## config.mk

```make
export PLATFORM = sky130hd
export DESIGN_NAME = dlx_core
export DESIGN_NICKNAME = d
export VERILOG_FILES = /design/src/source/isa_pkg.sv /design/src/source/pipe_pkg.sv /design/src/source/alu.sv /design/src/source/decode_stage.sv /design/src/source/dlx_core.sv /design/src/source/execute_stage.sv /design/src/source/reg_file.sv /design/src/source/result_stage.sv
export VERILOG_INCLUDE_DIRS = /design/src /design/src/source
export SDC_FILE = /design/constraint.sdc
export NUM_CORES = 2
export LEC_CHECK = 0
export ABC_AREA = 1
export BUFFER_PORTS_ARGS = -buffer_cell sky130_fd_sc_hd__clkbuf_2
export CELL_PAD_IN_SITES_DETAIL_PLACEMENT = 0
export CELL_PAD_IN_SITES_GLOBAL_PLACEMENT = 1
export CORE_MARGIN = 3
export CORE_UTILIZATION = 25
export DETAILED_ROUTE_END_ITERATION = 16
export PLACE_DENSITY = 0.48
export SYNTH_ARGS = -nofsm -noshare
export SYNTH_HDL_FRONTEND = slang
export SYNTH_SLANG_ARGS = --single-unit
export TNS_END_PERCENT = 20
```

## constraint.sdc

```tcl
create_clock -name clock -period 12.8 [get_ports clock]
set_clock_uncertainty 0.2 [all_clocks]
set_input_delay 0.64 -clock clock [delete_from_list [all_inputs] [get_ports clock]]
set_output_delay 0.64 -clock clock [all_outputs]
set_load 0.02 [all_outputs]
```

## src/source/cpu_config.svh

```systemverilog
// ==============================
// core size and reset constants
// register fields are fixed at 5 bits by the insn format
// ==============================
`ifndef CPU_CONFIG_SVH
`define CPU_CONFIG_SVH

// data word and address width
`define DATA_W 32

// register index width
`define REG_ADDR_W 5

// r0 counted, always reads zero
`define NUM_REGS 32

// first fetch address after reset
`define RESET_PC 32'h0000_0000

`endif

```

## src/source/isa_pkg.sv

```systemverilog
// ==============================
// DLX insn format, kept subset only
// imm and target are views over the low bits
// ==============================
`include "cpu_config.svh"

package isa_pkg;

    typedef logic [`DATA_W-1:0]     word_t;    // one data word
    typedef logic [`REG_ADDR_W-1:0] reg_idx_t; // register number

    typedef enum logic [4:0] {
        op_alu  = 5'b00000, // R-type, function in alu_op
        op_j    = 5'b00001,
        op_bne  = 5'b00010, // taken if rd != rs
        op_addi = 5'b00101,
        op_blt  = 5'b00110, // taken if rd < rs, signed
        op_sw   = 5'b00111,
        op_lw   = 5'b01000
    } opcode_e;

    typedef enum logic [4:0] {
        alu_add = 5'b00000,
        alu_sub = 5'b00001,
        alu_and = 5'b00010,
        alu_or  = 5'b00011,
        alu_sll = 5'b00100, // by shamt
        alu_sra = 5'b00101  // by shamt, sign fill
    } alu_op_e;

    typedef struct packed {
        opcode_e    opcode; // [31:27]
        logic [4:0] rd;     // [26:22]
        logic [4:0] rs;     // [21:17]
        logic [4:0] rt;     // [16:12]
        logic [4:0] shamt;  // [11:7]
        alu_op_e    alu_op; // [6:2]
        logic [1:0] pad;
    } insn_t;

    localparam insn_t NOP = '0; // add r0, r0, r0

    // low 17 bits, sign extended
    function automatic word_t imm_sext(insn_t insn);
        logic [31:0] raw;
        raw = insn;
        return {{(`DATA_W-17){raw[16]}}, raw[16:0]};
    endfunction

    // low 27 bits, absolute word address
    function automatic word_t jump_target(insn_t insn);
        logic [31:0] raw;
        raw = insn;
        return {{(`DATA_W-27){1'b0}}, raw[26:0]};
    endfunction

    // alu, addi and lw write rd, never r0
    function automatic logic writes_rd(insn_t insn);
        return (insn.opcode == op_alu || insn.opcode == op_addi || insn.opcode == op_lw)
            && insn.rd != '0;
    endfunction

endpackage

```

## src/source/pipe_pkg.sv

```systemverilog
// ==============================
// stage register contents and bypass source
// needs isa_pkg compiled first
// ==============================
package pipe_pkg;

    typedef struct packed {
        isa_pkg::word_t rs_val; // rs from regfile
        isa_pkg::word_t rt_val; // rt for R-type, rd otherwise
        isa_pkg::insn_t insn;
    } dx_t;

    typedef struct packed {
        isa_pkg::word_t alu_val; // result or memory address
        isa_pkg::word_t st_data; // rd value for sw
        isa_pkg::insn_t insn;
    } xm_t;

    typedef struct packed {
        isa_pkg::word_t alu_val;
        isa_pkg::word_t ld_val;  // dmem word, used by lw
        isa_pkg::insn_t insn;
    } mw_t;

    // result offered by a later stage
    typedef struct packed {
        logic              wr;  // owner already excluded r0
        isa_pkg::reg_idx_t rd;
        isa_pkg::word_t    val;
    } fwd_t;

    // bypass one source over a base value, nest for priority
    function automatic isa_pkg::word_t fwd_sel(isa_pkg::reg_idx_t src,
                                               isa_pkg::word_t base, fwd_t fwd);
        return (fwd.wr && fwd.rd == src) ? fwd.val : base;
    endfunction

endpackage

```

## src/source/alu.sv

```systemverilog
// ==============================
// combinational ALU plus signed compare of a vs b
// unknown op gives zero
// ==============================
`timescale 1ns/10ps
`include "cpu_config.svh"

module alu (
    input  logic [`DATA_W-1:0] operand_a,
    input  logic [`DATA_W-1:0] operand_b,
    input  isa_pkg::alu_op_e   op,
    input  logic [4:0]         shamt,
    output logic [`DATA_W-1:0] result,
    output logic               not_equal,
    output logic               less_than
);

    always_comb begin
        case (op)
            isa_pkg::alu_add: begin
                result = operand_a + operand_b; // wraps, no overflow code
            end
            isa_pkg::alu_sub: begin
                result = operand_a - operand_b;
            end
            isa_pkg::alu_and: begin
                result = operand_a & operand_b;
            end
            isa_pkg::alu_or: begin
                result = operand_a | operand_b;
            end
            isa_pkg::alu_sll: begin
                result = operand_a << shamt; // operand_b ignored for shifts
            end
            isa_pkg::alu_sra: begin
                result = $signed(operand_a) >>> shamt;
            end
            default: begin
                result = '0;
            end
        endcase
    end

    // flags for bne/blt, always valid whatever op is
    assign not_equal = operand_a != operand_b;
    assign less_than = $signed(operand_a) < $signed(operand_b);

endmodule

```

## src/source/decode_stage.sv

```systemverilog
// ==============================
// fetch and decode, branches resolved here
// one-cycle taken penalty, stall freezes PC and F/D
// ==============================
`timescale 1ns/10ps
`include "cpu_config.svh"

module decode_stage (
    input  logic                   clock,
    input  logic                   rst_n,
    output logic [`DATA_W-1:0]     address_imem,
    input  isa_pkg::insn_t         q_imem,
    output logic [`REG_ADDR_W-1:0] rd_addr_a,
    output logic [`REG_ADDR_W-1:0] rd_addr_b,
    input  logic [`DATA_W-1:0]     rd_data_a,
    input  logic [`DATA_W-1:0]     rd_data_b,
    input  isa_pkg::insn_t         dx_insn,
    input  isa_pkg::insn_t         xm_insn,
    input  pipe_pkg::fwd_t         xm_fwd,
    input  pipe_pkg::fwd_t         mw_fwd,
    output pipe_pkg::dx_t          dx_next,
    output logic                   dx_load
);

    logic [`DATA_W-1:0] pc;
    logic [`DATA_W-1:0] seq_pc;
    logic [`DATA_W-1:0] fd_pc;     // pc + 1 of the F/D insn
    isa_pkg::insn_t     fd_insn;
    logic               is_bne;
    logic               is_blt;
    logic               is_br;
    logic               is_j;
    logic               uses_a;
    logic               uses_b;
    logic               hit_dx_a;
    logic               hit_dx_b;
    logic               load_use;
    logic               br_dx;
    logic               br_xm;
    logic               stall;
    logic               take;
    logic               ne;
    logic               lt;
    logic [`DATA_W-1:0] cmp_a;
    logic [`DATA_W-1:0] cmp_b;
    logic [`DATA_W-1:0] br_target;

    assign address_imem = pc;
    assign seq_pc       = pc + 1; // word addressed

    assign is_bne = fd_insn.opcode == isa_pkg::op_bne;
    assign is_blt = fd_insn.opcode == isa_pkg::op_blt;
    assign is_br  = is_bne || is_blt;
    assign is_j   = fd_insn.opcode == isa_pkg::op_j;

    assign rd_addr_a = fd_insn.rs;
    assign rd_addr_b = (fd_insn.opcode == isa_pkg::op_alu) ? fd_insn.rt : fd_insn.rd;
    assign uses_a    = !is_j; // j reads nothing
    assign uses_b    = fd_insn.opcode == isa_pkg::op_alu || fd_insn.opcode == isa_pkg::op_sw
                       || is_br;

    // D/X producer matches a source of F/D
    assign hit_dx_a = isa_pkg::writes_rd(dx_insn) && dx_insn.rd == rd_addr_a && uses_a;
    assign hit_dx_b = isa_pkg::writes_rd(dx_insn) && dx_insn.rd == rd_addr_b && uses_b;

    // sw data skips this, the memory stage bypasses it
    assign load_use = dx_insn.opcode == isa_pkg::op_lw
                      && (hit_dx_a || (hit_dx_b && fd_insn.opcode != isa_pkg::op_sw));
    assign br_dx    = is_br && (hit_dx_a || hit_dx_b); // compare needs value now
    assign br_xm    = is_br && xm_insn.opcode == isa_pkg::op_lw && xm_fwd.wr
                      && (xm_fwd.rd == rd_addr_a || xm_fwd.rd == rd_addr_b); // load not back yet
    assign stall    = load_use || br_dx || br_xm;

    // XM over MW over regfile, a side is rd
    assign cmp_a = pipe_pkg::fwd_sel(rd_addr_b,
                       pipe_pkg::fwd_sel(rd_addr_b, rd_data_b, mw_fwd), xm_fwd);
    assign cmp_b = pipe_pkg::fwd_sel(rd_addr_a,
                       pipe_pkg::fwd_sel(rd_addr_a, rd_data_a, mw_fwd), xm_fwd);

    alu u_branch_cmp (
        .operand_a (cmp_a),
        .operand_b (cmp_b),
        .op        (isa_pkg::alu_sub),
        .shamt     (5'd0),
        .result    (),
        .not_equal (ne),
        .less_than (lt)
    );

    assign take      = !stall && (is_j || (is_bne && ne) || (is_blt && lt));
    assign br_target = is_j ? isa_pkg::jump_target(fd_insn)
                            : fd_pc + isa_pkg::imm_sext(fd_insn); // relative to pc + 1

    always_ff @(posedge clock or negedge rst_n) begin
        if (!rst_n) begin
            pc      <= `RESET_PC;
            fd_pc   <= '0;
            fd_insn <= isa_pkg::NOP;
        end else if (!stall) begin
            pc      <= take ? br_target : seq_pc;
            fd_pc   <= seq_pc;
            fd_insn <= take ? isa_pkg::NOP : q_imem; // squash wrong-path fetch
        end
    end

    // WB write lands after this read, so bypass MW here
    assign dx_next.rs_val = pipe_pkg::fwd_sel(rd_addr_a, rd_data_a, mw_fwd);
    assign dx_next.rt_val = pipe_pkg::fwd_sel(rd_addr_b, rd_data_b, mw_fwd);
    assign dx_next.insn   = fd_insn;
    assign dx_load        = !stall; // low puts a bubble in D/X

endmodule

```

## src/source/dlx_core.sv

```systemverilog
// ==============================
// five-stage DLX core, regfile inside
// imem and dmem live outside, no handshake
// ==============================
`timescale 1ns/10ps
`include "cpu_config.svh"

module dlx_core (
    input  logic               clock,
    input  logic               rst_n,
    output logic [`DATA_W-1:0] address_imem,
    input  logic [`DATA_W-1:0] q_imem,
    output logic [`DATA_W-1:0] address_dmem,
    output logic [`DATA_W-1:0] data,
    output logic               wren,
    input  logic [`DATA_W-1:0] q_dmem
);

    logic [`REG_ADDR_W-1:0] rd_addr_a;
    logic [`REG_ADDR_W-1:0] rd_addr_b;
    logic [`DATA_W-1:0]     rd_data_a;
    logic [`DATA_W-1:0]     rd_data_b;
    logic                   wr_en;
    logic [`REG_ADDR_W-1:0] wr_addr;
    logic [`DATA_W-1:0]     wr_data;
    isa_pkg::insn_t         dx_insn;
    isa_pkg::insn_t         xm_insn;
    pipe_pkg::fwd_t         xm_fwd;
    pipe_pkg::fwd_t         mw_fwd;
    pipe_pkg::dx_t          dx_next;
    pipe_pkg::xm_t          xm;
    logic                   dx_load;

    reg_file u_reg_file (
        .clock     (clock),
        .rst_n     (rst_n),
        .rd_addr_a (rd_addr_a),
        .rd_addr_b (rd_addr_b),
        .rd_data_a (rd_data_a),
        .rd_data_b (rd_data_b),
        .wr_en     (wr_en),
        .wr_addr   (wr_addr),
        .wr_data   (wr_data)
    );

    decode_stage u_decode (
        .clock        (clock),
        .rst_n        (rst_n),
        .address_imem (address_imem),
        .q_imem       (isa_pkg::insn_t'(q_imem)),
        .rd_addr_a    (rd_addr_a),
        .rd_addr_b    (rd_addr_b),
        .rd_data_a    (rd_data_a),
        .rd_data_b    (rd_data_b),
        .dx_insn      (dx_insn),
        .xm_insn      (xm_insn),
        .xm_fwd       (xm_fwd),
        .mw_fwd       (mw_fwd),
        .dx_next      (dx_next),
        .dx_load      (dx_load)
    );

    execute_stage u_execute (
        .clock   (clock),
        .rst_n   (rst_n),
        .dx_next (dx_next),
        .dx_load (dx_load),
        .dx_insn (dx_insn),
        .mw_fwd  (mw_fwd),
        .xm_fwd  (xm_fwd),
        .xm_insn (xm_insn),
        .xm      (xm)
    );

    result_stage u_result (
        .clock        (clock),
        .rst_n        (rst_n),
        .xm           (xm),
        .mw_fwd       (mw_fwd),
        .address_dmem (address_dmem),
        .data         (data),
        .wren         (wren),
        .q_dmem       (q_dmem),
        .wr_en        (wr_en),
        .wr_addr      (wr_addr),
        .wr_data      (wr_data)
    );

endmodule

```

## src/source/execute_stage.sv

```systemverilog
// ==============================
// execute, D/X and X/M registers
// lw result is never bypassed from X/M, decode stalls instead
// ==============================
`timescale 1ns/10ps

module execute_stage (
    input  logic           clock,
    input  logic           rst_n,
    input  pipe_pkg::dx_t  dx_next,
    input  logic           dx_load,
    output isa_pkg::insn_t dx_insn,
    input  pipe_pkg::fwd_t mw_fwd,
    output pipe_pkg::fwd_t xm_fwd,
    output isa_pkg::insn_t xm_insn,
    output pipe_pkg::xm_t  xm
);

    pipe_pkg::dx_t     dx;
    isa_pkg::reg_idx_t src_b;
    isa_pkg::word_t    op_a;
    isa_pkg::word_t    op_b_reg;
    isa_pkg::word_t    op_b;
    isa_pkg::word_t    alu_out;
    isa_pkg::alu_op_e  alu_sel;
    logic              use_imm;

    always_ff @(posedge clock or negedge rst_n) begin
        if (!rst_n) begin
            dx <= '0; // insn field is NOP
        end else if (dx_load) begin
            dx <= dx_next;
        end else begin
            dx.insn <= isa_pkg::NOP; // stall bubble, values left stale
        end
    end

    assign dx_insn = dx.insn;

    // second source is rt for R-type, rd for sw and branches
    assign src_b = (dx.insn.opcode == isa_pkg::op_alu) ? dx.insn.rt : dx.insn.rd;

    // XM first, then MW
    assign op_a     = pipe_pkg::fwd_sel(dx.insn.rs,
                          pipe_pkg::fwd_sel(dx.insn.rs, dx.rs_val, mw_fwd), xm_fwd);
    assign op_b_reg = pipe_pkg::fwd_sel(src_b,
                          pipe_pkg::fwd_sel(src_b, dx.rt_val, mw_fwd), xm_fwd);

    assign use_imm = dx.insn.opcode == isa_pkg::op_addi || dx.insn.opcode == isa_pkg::op_lw
                     || dx.insn.opcode == isa_pkg::op_sw;
    assign op_b    = use_imm ? isa_pkg::imm_sext(dx.insn) : op_b_reg;
    assign alu_sel = (dx.insn.opcode == isa_pkg::op_alu) ? dx.insn.alu_op
                                                         : isa_pkg::alu_add; // rs + imm

    alu u_alu (
        .operand_a (op_a),
        .operand_b (op_b),
        .op        (alu_sel),
        .shamt     (dx.insn.shamt),
        .result    (alu_out),
        .not_equal (),
        .less_than ()
    );

    always_ff @(posedge clock or negedge rst_n) begin
        if (!rst_n) begin
            xm <= '0;
        end else begin
            xm.alu_val <= alu_out;
            xm.st_data <= op_b_reg; // rd value, meaningful for sw only
            xm.insn    <= dx.insn;
        end
    end

    assign xm_insn    = xm.insn;
    assign xm_fwd.wr  = isa_pkg::writes_rd(xm.insn);
    assign xm_fwd.rd  = xm.insn.rd;
    assign xm_fwd.val = xm.alu_val; // address for lw, never consumed

endmodule

```

## src/source/reg_file.sv

```systemverilog
// ==============================
// 2R1W register file, r0 reads zero
// write lands on the edge, same-cycle read is old
// ==============================
`timescale 1ns/10ps
`include "cpu_config.svh"

module reg_file (
    input  logic                   clock,
    input  logic                   rst_n,
    input  logic [`REG_ADDR_W-1:0] rd_addr_a,
    input  logic [`REG_ADDR_W-1:0] rd_addr_b,
    output logic [`DATA_W-1:0]     rd_data_a,
    output logic [`DATA_W-1:0]     rd_data_b,
    input  logic                   wr_en,
    input  logic [`REG_ADDR_W-1:0] wr_addr,
    input  logic [`DATA_W-1:0]     wr_data
);

    logic [`DATA_W-1:0] regs [1:`NUM_REGS-1]; // no storage for r0

    always_ff @(posedge clock or negedge rst_n) begin
        if (!rst_n) begin
            for (int i = 1; i < `NUM_REGS; i++) begin
                regs[i] <= '0; // all regs start at zero
            end
        end else if (wr_en && wr_addr != '0) begin
            regs[wr_addr] <= wr_data;
        end
    end

    assign rd_data_a = (rd_addr_a == '0) ? '0 : regs[rd_addr_a]; // r0 hardwired
    assign rd_data_b = (rd_addr_b == '0) ? '0 : regs[rd_addr_b];

endmodule

```

## src/source/result_stage.sv

```systemverilog
// ==============================
// memory access and write-back
// dmem is combinational read, write on the edge with wren
// ==============================
`timescale 1ns/10ps
`include "cpu_config.svh"

module result_stage (
    input  logic                   clock,
    input  logic                   rst_n,
    input  pipe_pkg::xm_t          xm,
    output pipe_pkg::fwd_t         mw_fwd,
    output logic [`DATA_W-1:0]     address_dmem,
    output logic [`DATA_W-1:0]     data,
    output logic                   wren,
    input  logic [`DATA_W-1:0]     q_dmem,
    output logic                   wr_en,
    output logic [`REG_ADDR_W-1:0] wr_addr,
    output logic [`DATA_W-1:0]     wr_data
);

    pipe_pkg::mw_t  mw;
    isa_pkg::word_t wb_val;

    assign address_dmem = xm.alu_val;                                  // rs + imm
    assign data         = pipe_pkg::fwd_sel(xm.insn.rd, xm.st_data, mw_fwd); // lw then sw
    assign wren         = xm.insn.opcode == isa_pkg::op_sw;

    always_ff @(posedge clock or negedge rst_n) begin
        if (!rst_n) begin
            mw <= '0;
        end else begin
            mw.alu_val <= xm.alu_val;
            mw.ld_val  <= q_dmem;
            mw.insn    <= xm.insn;
        end
    end

    assign wb_val = (mw.insn.opcode == isa_pkg::op_lw) ? mw.ld_val : mw.alu_val;

    assign mw_fwd.wr  = isa_pkg::writes_rd(mw.insn);
    assign mw_fwd.rd  = mw.insn.rd;
    assign mw_fwd.val = wb_val;

    assign wr_en   = mw_fwd.wr;
    assign wr_addr = mw.insn.rd;
    assign wr_data = wb_val;

endmodule

```

==> summary.md <==
| Metric | Value |
|---|---|
| Placed cell area | approximately 84000 sq um |
| Worst hold path type | in2reg |
| Crit path from | u_decode.dx_next[29] |
| Cell area after layout | around 90000 sq um |
| Net count, final | roughly 11000 |
| Die X | approximately 570 microns |
| Grt ovf | 0 |
| VDD IR max | 0.000112 V |
| Ranking of synthesized cells by area | dfrtp_1, nand2_1, o21ai_0, inv_1, nand3_1 |
| CTS tree | done |
| Req. time, crit path | approximately 13 ns |
| Failing checks | capacitance limit, slew limit |
| Crit Path Category | reg2reg |
| Int Pwr | 10.3 mW |
| Post-CTS setup buffer count | 0 |
| Root Driver | clkbuf_16 |
| Row Count | 205 |
| Clock transition at path regs | around 0.06 ns |
| CP Capture Type | flip-flop |
| All-layer global routing usage | between 20 and 30% |
| Iteration-0 DRC Markers | ~9400 |
| Dominant synthesized flop cell | dfrtp_1 |
| Largest area contributor in the netlist | dfrtp_1 |
| Slowest stage delay, CP | roughly 0.86 ns |
| WP data arrival | around 9.5 ns |
| H-tree depth | 4 |
| Die area | approximately 320000 sq um |
| Final hold violations | 0 |
| Cell area after synthesis | slightly below 80000 sq um |
| I/O pin count | 163 |
| Detailed Route WL | 447000 microns |
| Yosys warning count | 0 |
| Clock power share | 27.4% |
| Area grow syn2layout | 14.5% |
| Total core area | about 310000 sq um |
| Port Buffers | 162 |
| PwrDens | 210 nW/um^2 |
| Die height | approximately 570 microns |
| Post-synth top cells | nand2_1, o21ai_0, dfrtp_1 |
| Worst-Skew Late Latency | between 0.8 and 0.9 ns |
| CP dominant cell by count | buf_4 |
| Crit Reg-Reg Startpoint | u_decode.dx_next[29] |
| Worst Hold Margin | 0.0465 ns |
| Pins Over Slew Limit | 3 |
| Clock sink total | about 1300 |
| RSZ-0062 raised after global routing | no |
| Final TNS setup | 0 ns |
| Share of layout cells above drive strength 1 | a little over 8% |
| Psw | 8.62 mW |
| Num CTS Buffers | approximately 180 |
| Initial Utilization | between 20% and 30% |
| F_max | 0.111 GHz |
| Via Count | approximately 80000 |
| Synth unique cells | 64 |
| First drt pass iteration count | 7 |
| Period minus WS final | 9.05 ns |
| Most frequent cell after synthesis | nand2_1 |
| Slowest stage cell, crit path | nor4b_2 |
| Lkg Pwr | 39.4 nW |
| RD Place Congestion | between 0.9 and 1 |
| Initial antenna violation count | 29 |
| Worst-margin pin slew | roughly 1.6 ns |
| Drc violations | 0 |
| Max clock buf depth | 4 |
| Gate power share | 40.3% |
| Sw frac | a little under half |
| Post-synthesis sequential area ratio | between 40% and 50% |
| Final Cycle Share | 70.7% |
| Crit-path max FO | 34 |
| Avg Vias per Cell | ~5.4 |
| Flop pwr share | 32.4% |
| Bufs and invs on worst path | 6 |
| Synth Area per Inst | around 7.3 sq um |
| Delay-heaviest family, CP | simple AND/OR/NAND/NOR gates |
| Worst setup margin | 3.75 ns |
| Status | complete, but fails checks |
| Wirelength per Cell | between 30 and 40 microns |
| Pre-CTS setup slack | 3.28 ns |
| Number of flops mapped to enable cells by yosys | 0 |
| HPWL after DPL | 286000 microns |
| Synth top area share | 42.3% |
| Max-slew headroom | -8.50% |
| CP Launch Type | flip-flop |
| Post-Synthesis Cells | 10700 |
| Min-delay src | q_imem[15] |
| Final ANT Viol Nets | 0 |
| Max-Cap Viols | 1 |
| Filler cells | 33900 |
| Global-route wire length before repair | approximately 630000 microns |
| Largest net degree at the start of global routing | roughly 140 |
| Syn Nets | between 10000 and 15000 |
| Final setup viols | 0 |
| Vias in the first global route | approximately 78000 |
| Asr flop ratio synth | 100% |
| Synthesized flop and latch total | 1332 |
-- power groups by stage --
| stage | combinational, mW | clock, mW | sequential [mW] |
|---|---|---|---|
| finish | 7.62 | 5.18 | 6.13 |
| global route | 8.25 | 5.45 | 6.25 |
| CTS | 7.53 | 5.29 | 6.12 |
| detailed placement | 7.48 | 0 | 6.19 |
| global placement | 7.48 | 0 | 6.19 |
| floorplan | 4.36 | 0 | 5.86 |
-- cells in the final DEF (no fill, tap or decap), types with 43 or more instances in the layout --
master / Yosys / routed
buf_4: 45 / 237
o211ai_1: 272 / 272
nor3_1: 43 / 43
dlygate4sd3_1: 0 / 63
nand3_1: 626 / 625
a21oi_1: 545 / 545
nor2_1: 427 / 406
o21a_1: 106 / 106
nand2_1: 2727 / 2705
o22ai_1: 108 / 108
dfrtp_1: 1332 / 1324
a22oi_1: 71 / 71
o21ai_0: 1846 / 1842
nand4_1: 84 / 84
clkbuf_8: 0 / 48
ha_1: 98 / 98
o2111ai_1: 79 / 79
inv_1: 881 / 871
o221ai_1: 175 / 175
clkbuf_16: 0 / 179
clkbuf_2: 1 / 161
xor2_1: 76 / 76
-- kinds of logic (layout without fill, tap and decap cells) --
| logic type | count (synthesis) | count (layout) | share of synthesized area, % |
|---|---|---|---|
| XOR/XNOR | 103 | 103 | 1.15 |
| AND/OR/NAND/NOR | 4014 | 4014 | 21.0 |
| multiplexers | 1 | 1 | 0.0127 |
| adder cells (fa/ha/maj) | 100 | 100 | 1.61 |
| buffers and inverters | 1794 | 1702 | 9.01 |
| other | 0 | 7 | 0 |
| AO/OA/AOI/OAI | 3386 | 3386 | 24.9 |
| flip-flops | 1332 | 1332 | 42.3 |
-- path summary, 6_finish.rpt --
kind / slack (ns) / end / cells past startpoint
max in group asynchronous: 8.82 / u_reg_file.regs[662] / 5
max reg2reg: 3.75 / u_decode.address_imem[24] / 27
min reg2reg: 0.19 / u_result.mw[29] / 0
min in group asynchronous: 0.25 / u_reg_file.regs[42] / 2
max: 3.75 / u_decode.address_imem[24] / 27
min: 0.05 / u_decode.dx_next[15] / 5
-- metrics by stage --
step	util, %	instances	total power [mW]
5_1_grt	28.8	14800	20.0
3_5_place_dp	26.8	14400	13.7
6_report	28.8	14800	18.9
4_1_cts	28.8	14800	18.9
2_1_floorplan	-	10700	10.2
3_3_place_gp	26.8	14400	13.7
-- state kept, by name, summed over array words and instances, names as in the netlist --
register               count
u_reg_file.regs          992
u_execute.xm              74
u_result.mw               69
u_execute.dx              64
u_decode.address_imem     32
u_decode.fd_pc            32
u_execute.dx_insn         32
u_decode.dx_next          27
u_decode.rd_addr_a         5
u_result.wr_addr           5
-- timing repair --
| action | CTS | global route |
|---|---|---|
| gates resized for setup | 0 | 0 |
| hold endpoints to repair | 178 | 0 |
| hold buffers | 63 | 0 |
-- per-layer routing --
| layer | routed length, microns | track usage [%] | vias to the layer above |
|---|---|---|---|
| met3 | 29800 | 3.67 | 722 |
| met5 | 46 | 0 | - |
| met1 | 198000 | 37.0 | 40000 |
| met4 | 19100 | 10.2 | 6 |
| li1 | - | - | 35900 |
| met2 | 201000 | 42.7 | 3593 |
-- worst register-to-register path, cell delays in order, from the launching register on --
cell and delay [ns]:
dfrtp_1 0.42, nor2_4 0.15, nand3_2 0.39, o21ai_4 0.60
buf_12 0.26, inv_2 0.15, nand2_4 0.32, buf_4 0.51
buf_4 0.56, o221ai_1 0.18, o211ai_1 0.27, a31oi_1 0.14
o22ai_1 0.49, nand2_1 0.09, o21ai_0 0.10, ha_1 0.45
nand4_1 0.19, nor3_1 0.51, nor4b_2 0.86, nand2_1 0.16
nand3_1 0.12, nand3_1 0.20, nand2_1 0.13, buf_4 0.39
nand2_2 0.43, buf_4 0.39, nor2_1 0.13, o22ai_1 0.09
-- final cells by class --
type,count,area (sq um),share of cell area (%)
antenna,7,17.5,0.0194
clock buffer,261,5270,5.84
timing repair buffer,476,3520,3.90
inverter,913,3460,3.84
clock inverter,52,594,0.659
multi-input combinational,7604,38800,43.0
sequential,1332,33400,37.0
tap,4140,5180,5.74
No activity file was read; power rests on OpenSTA's default activity.
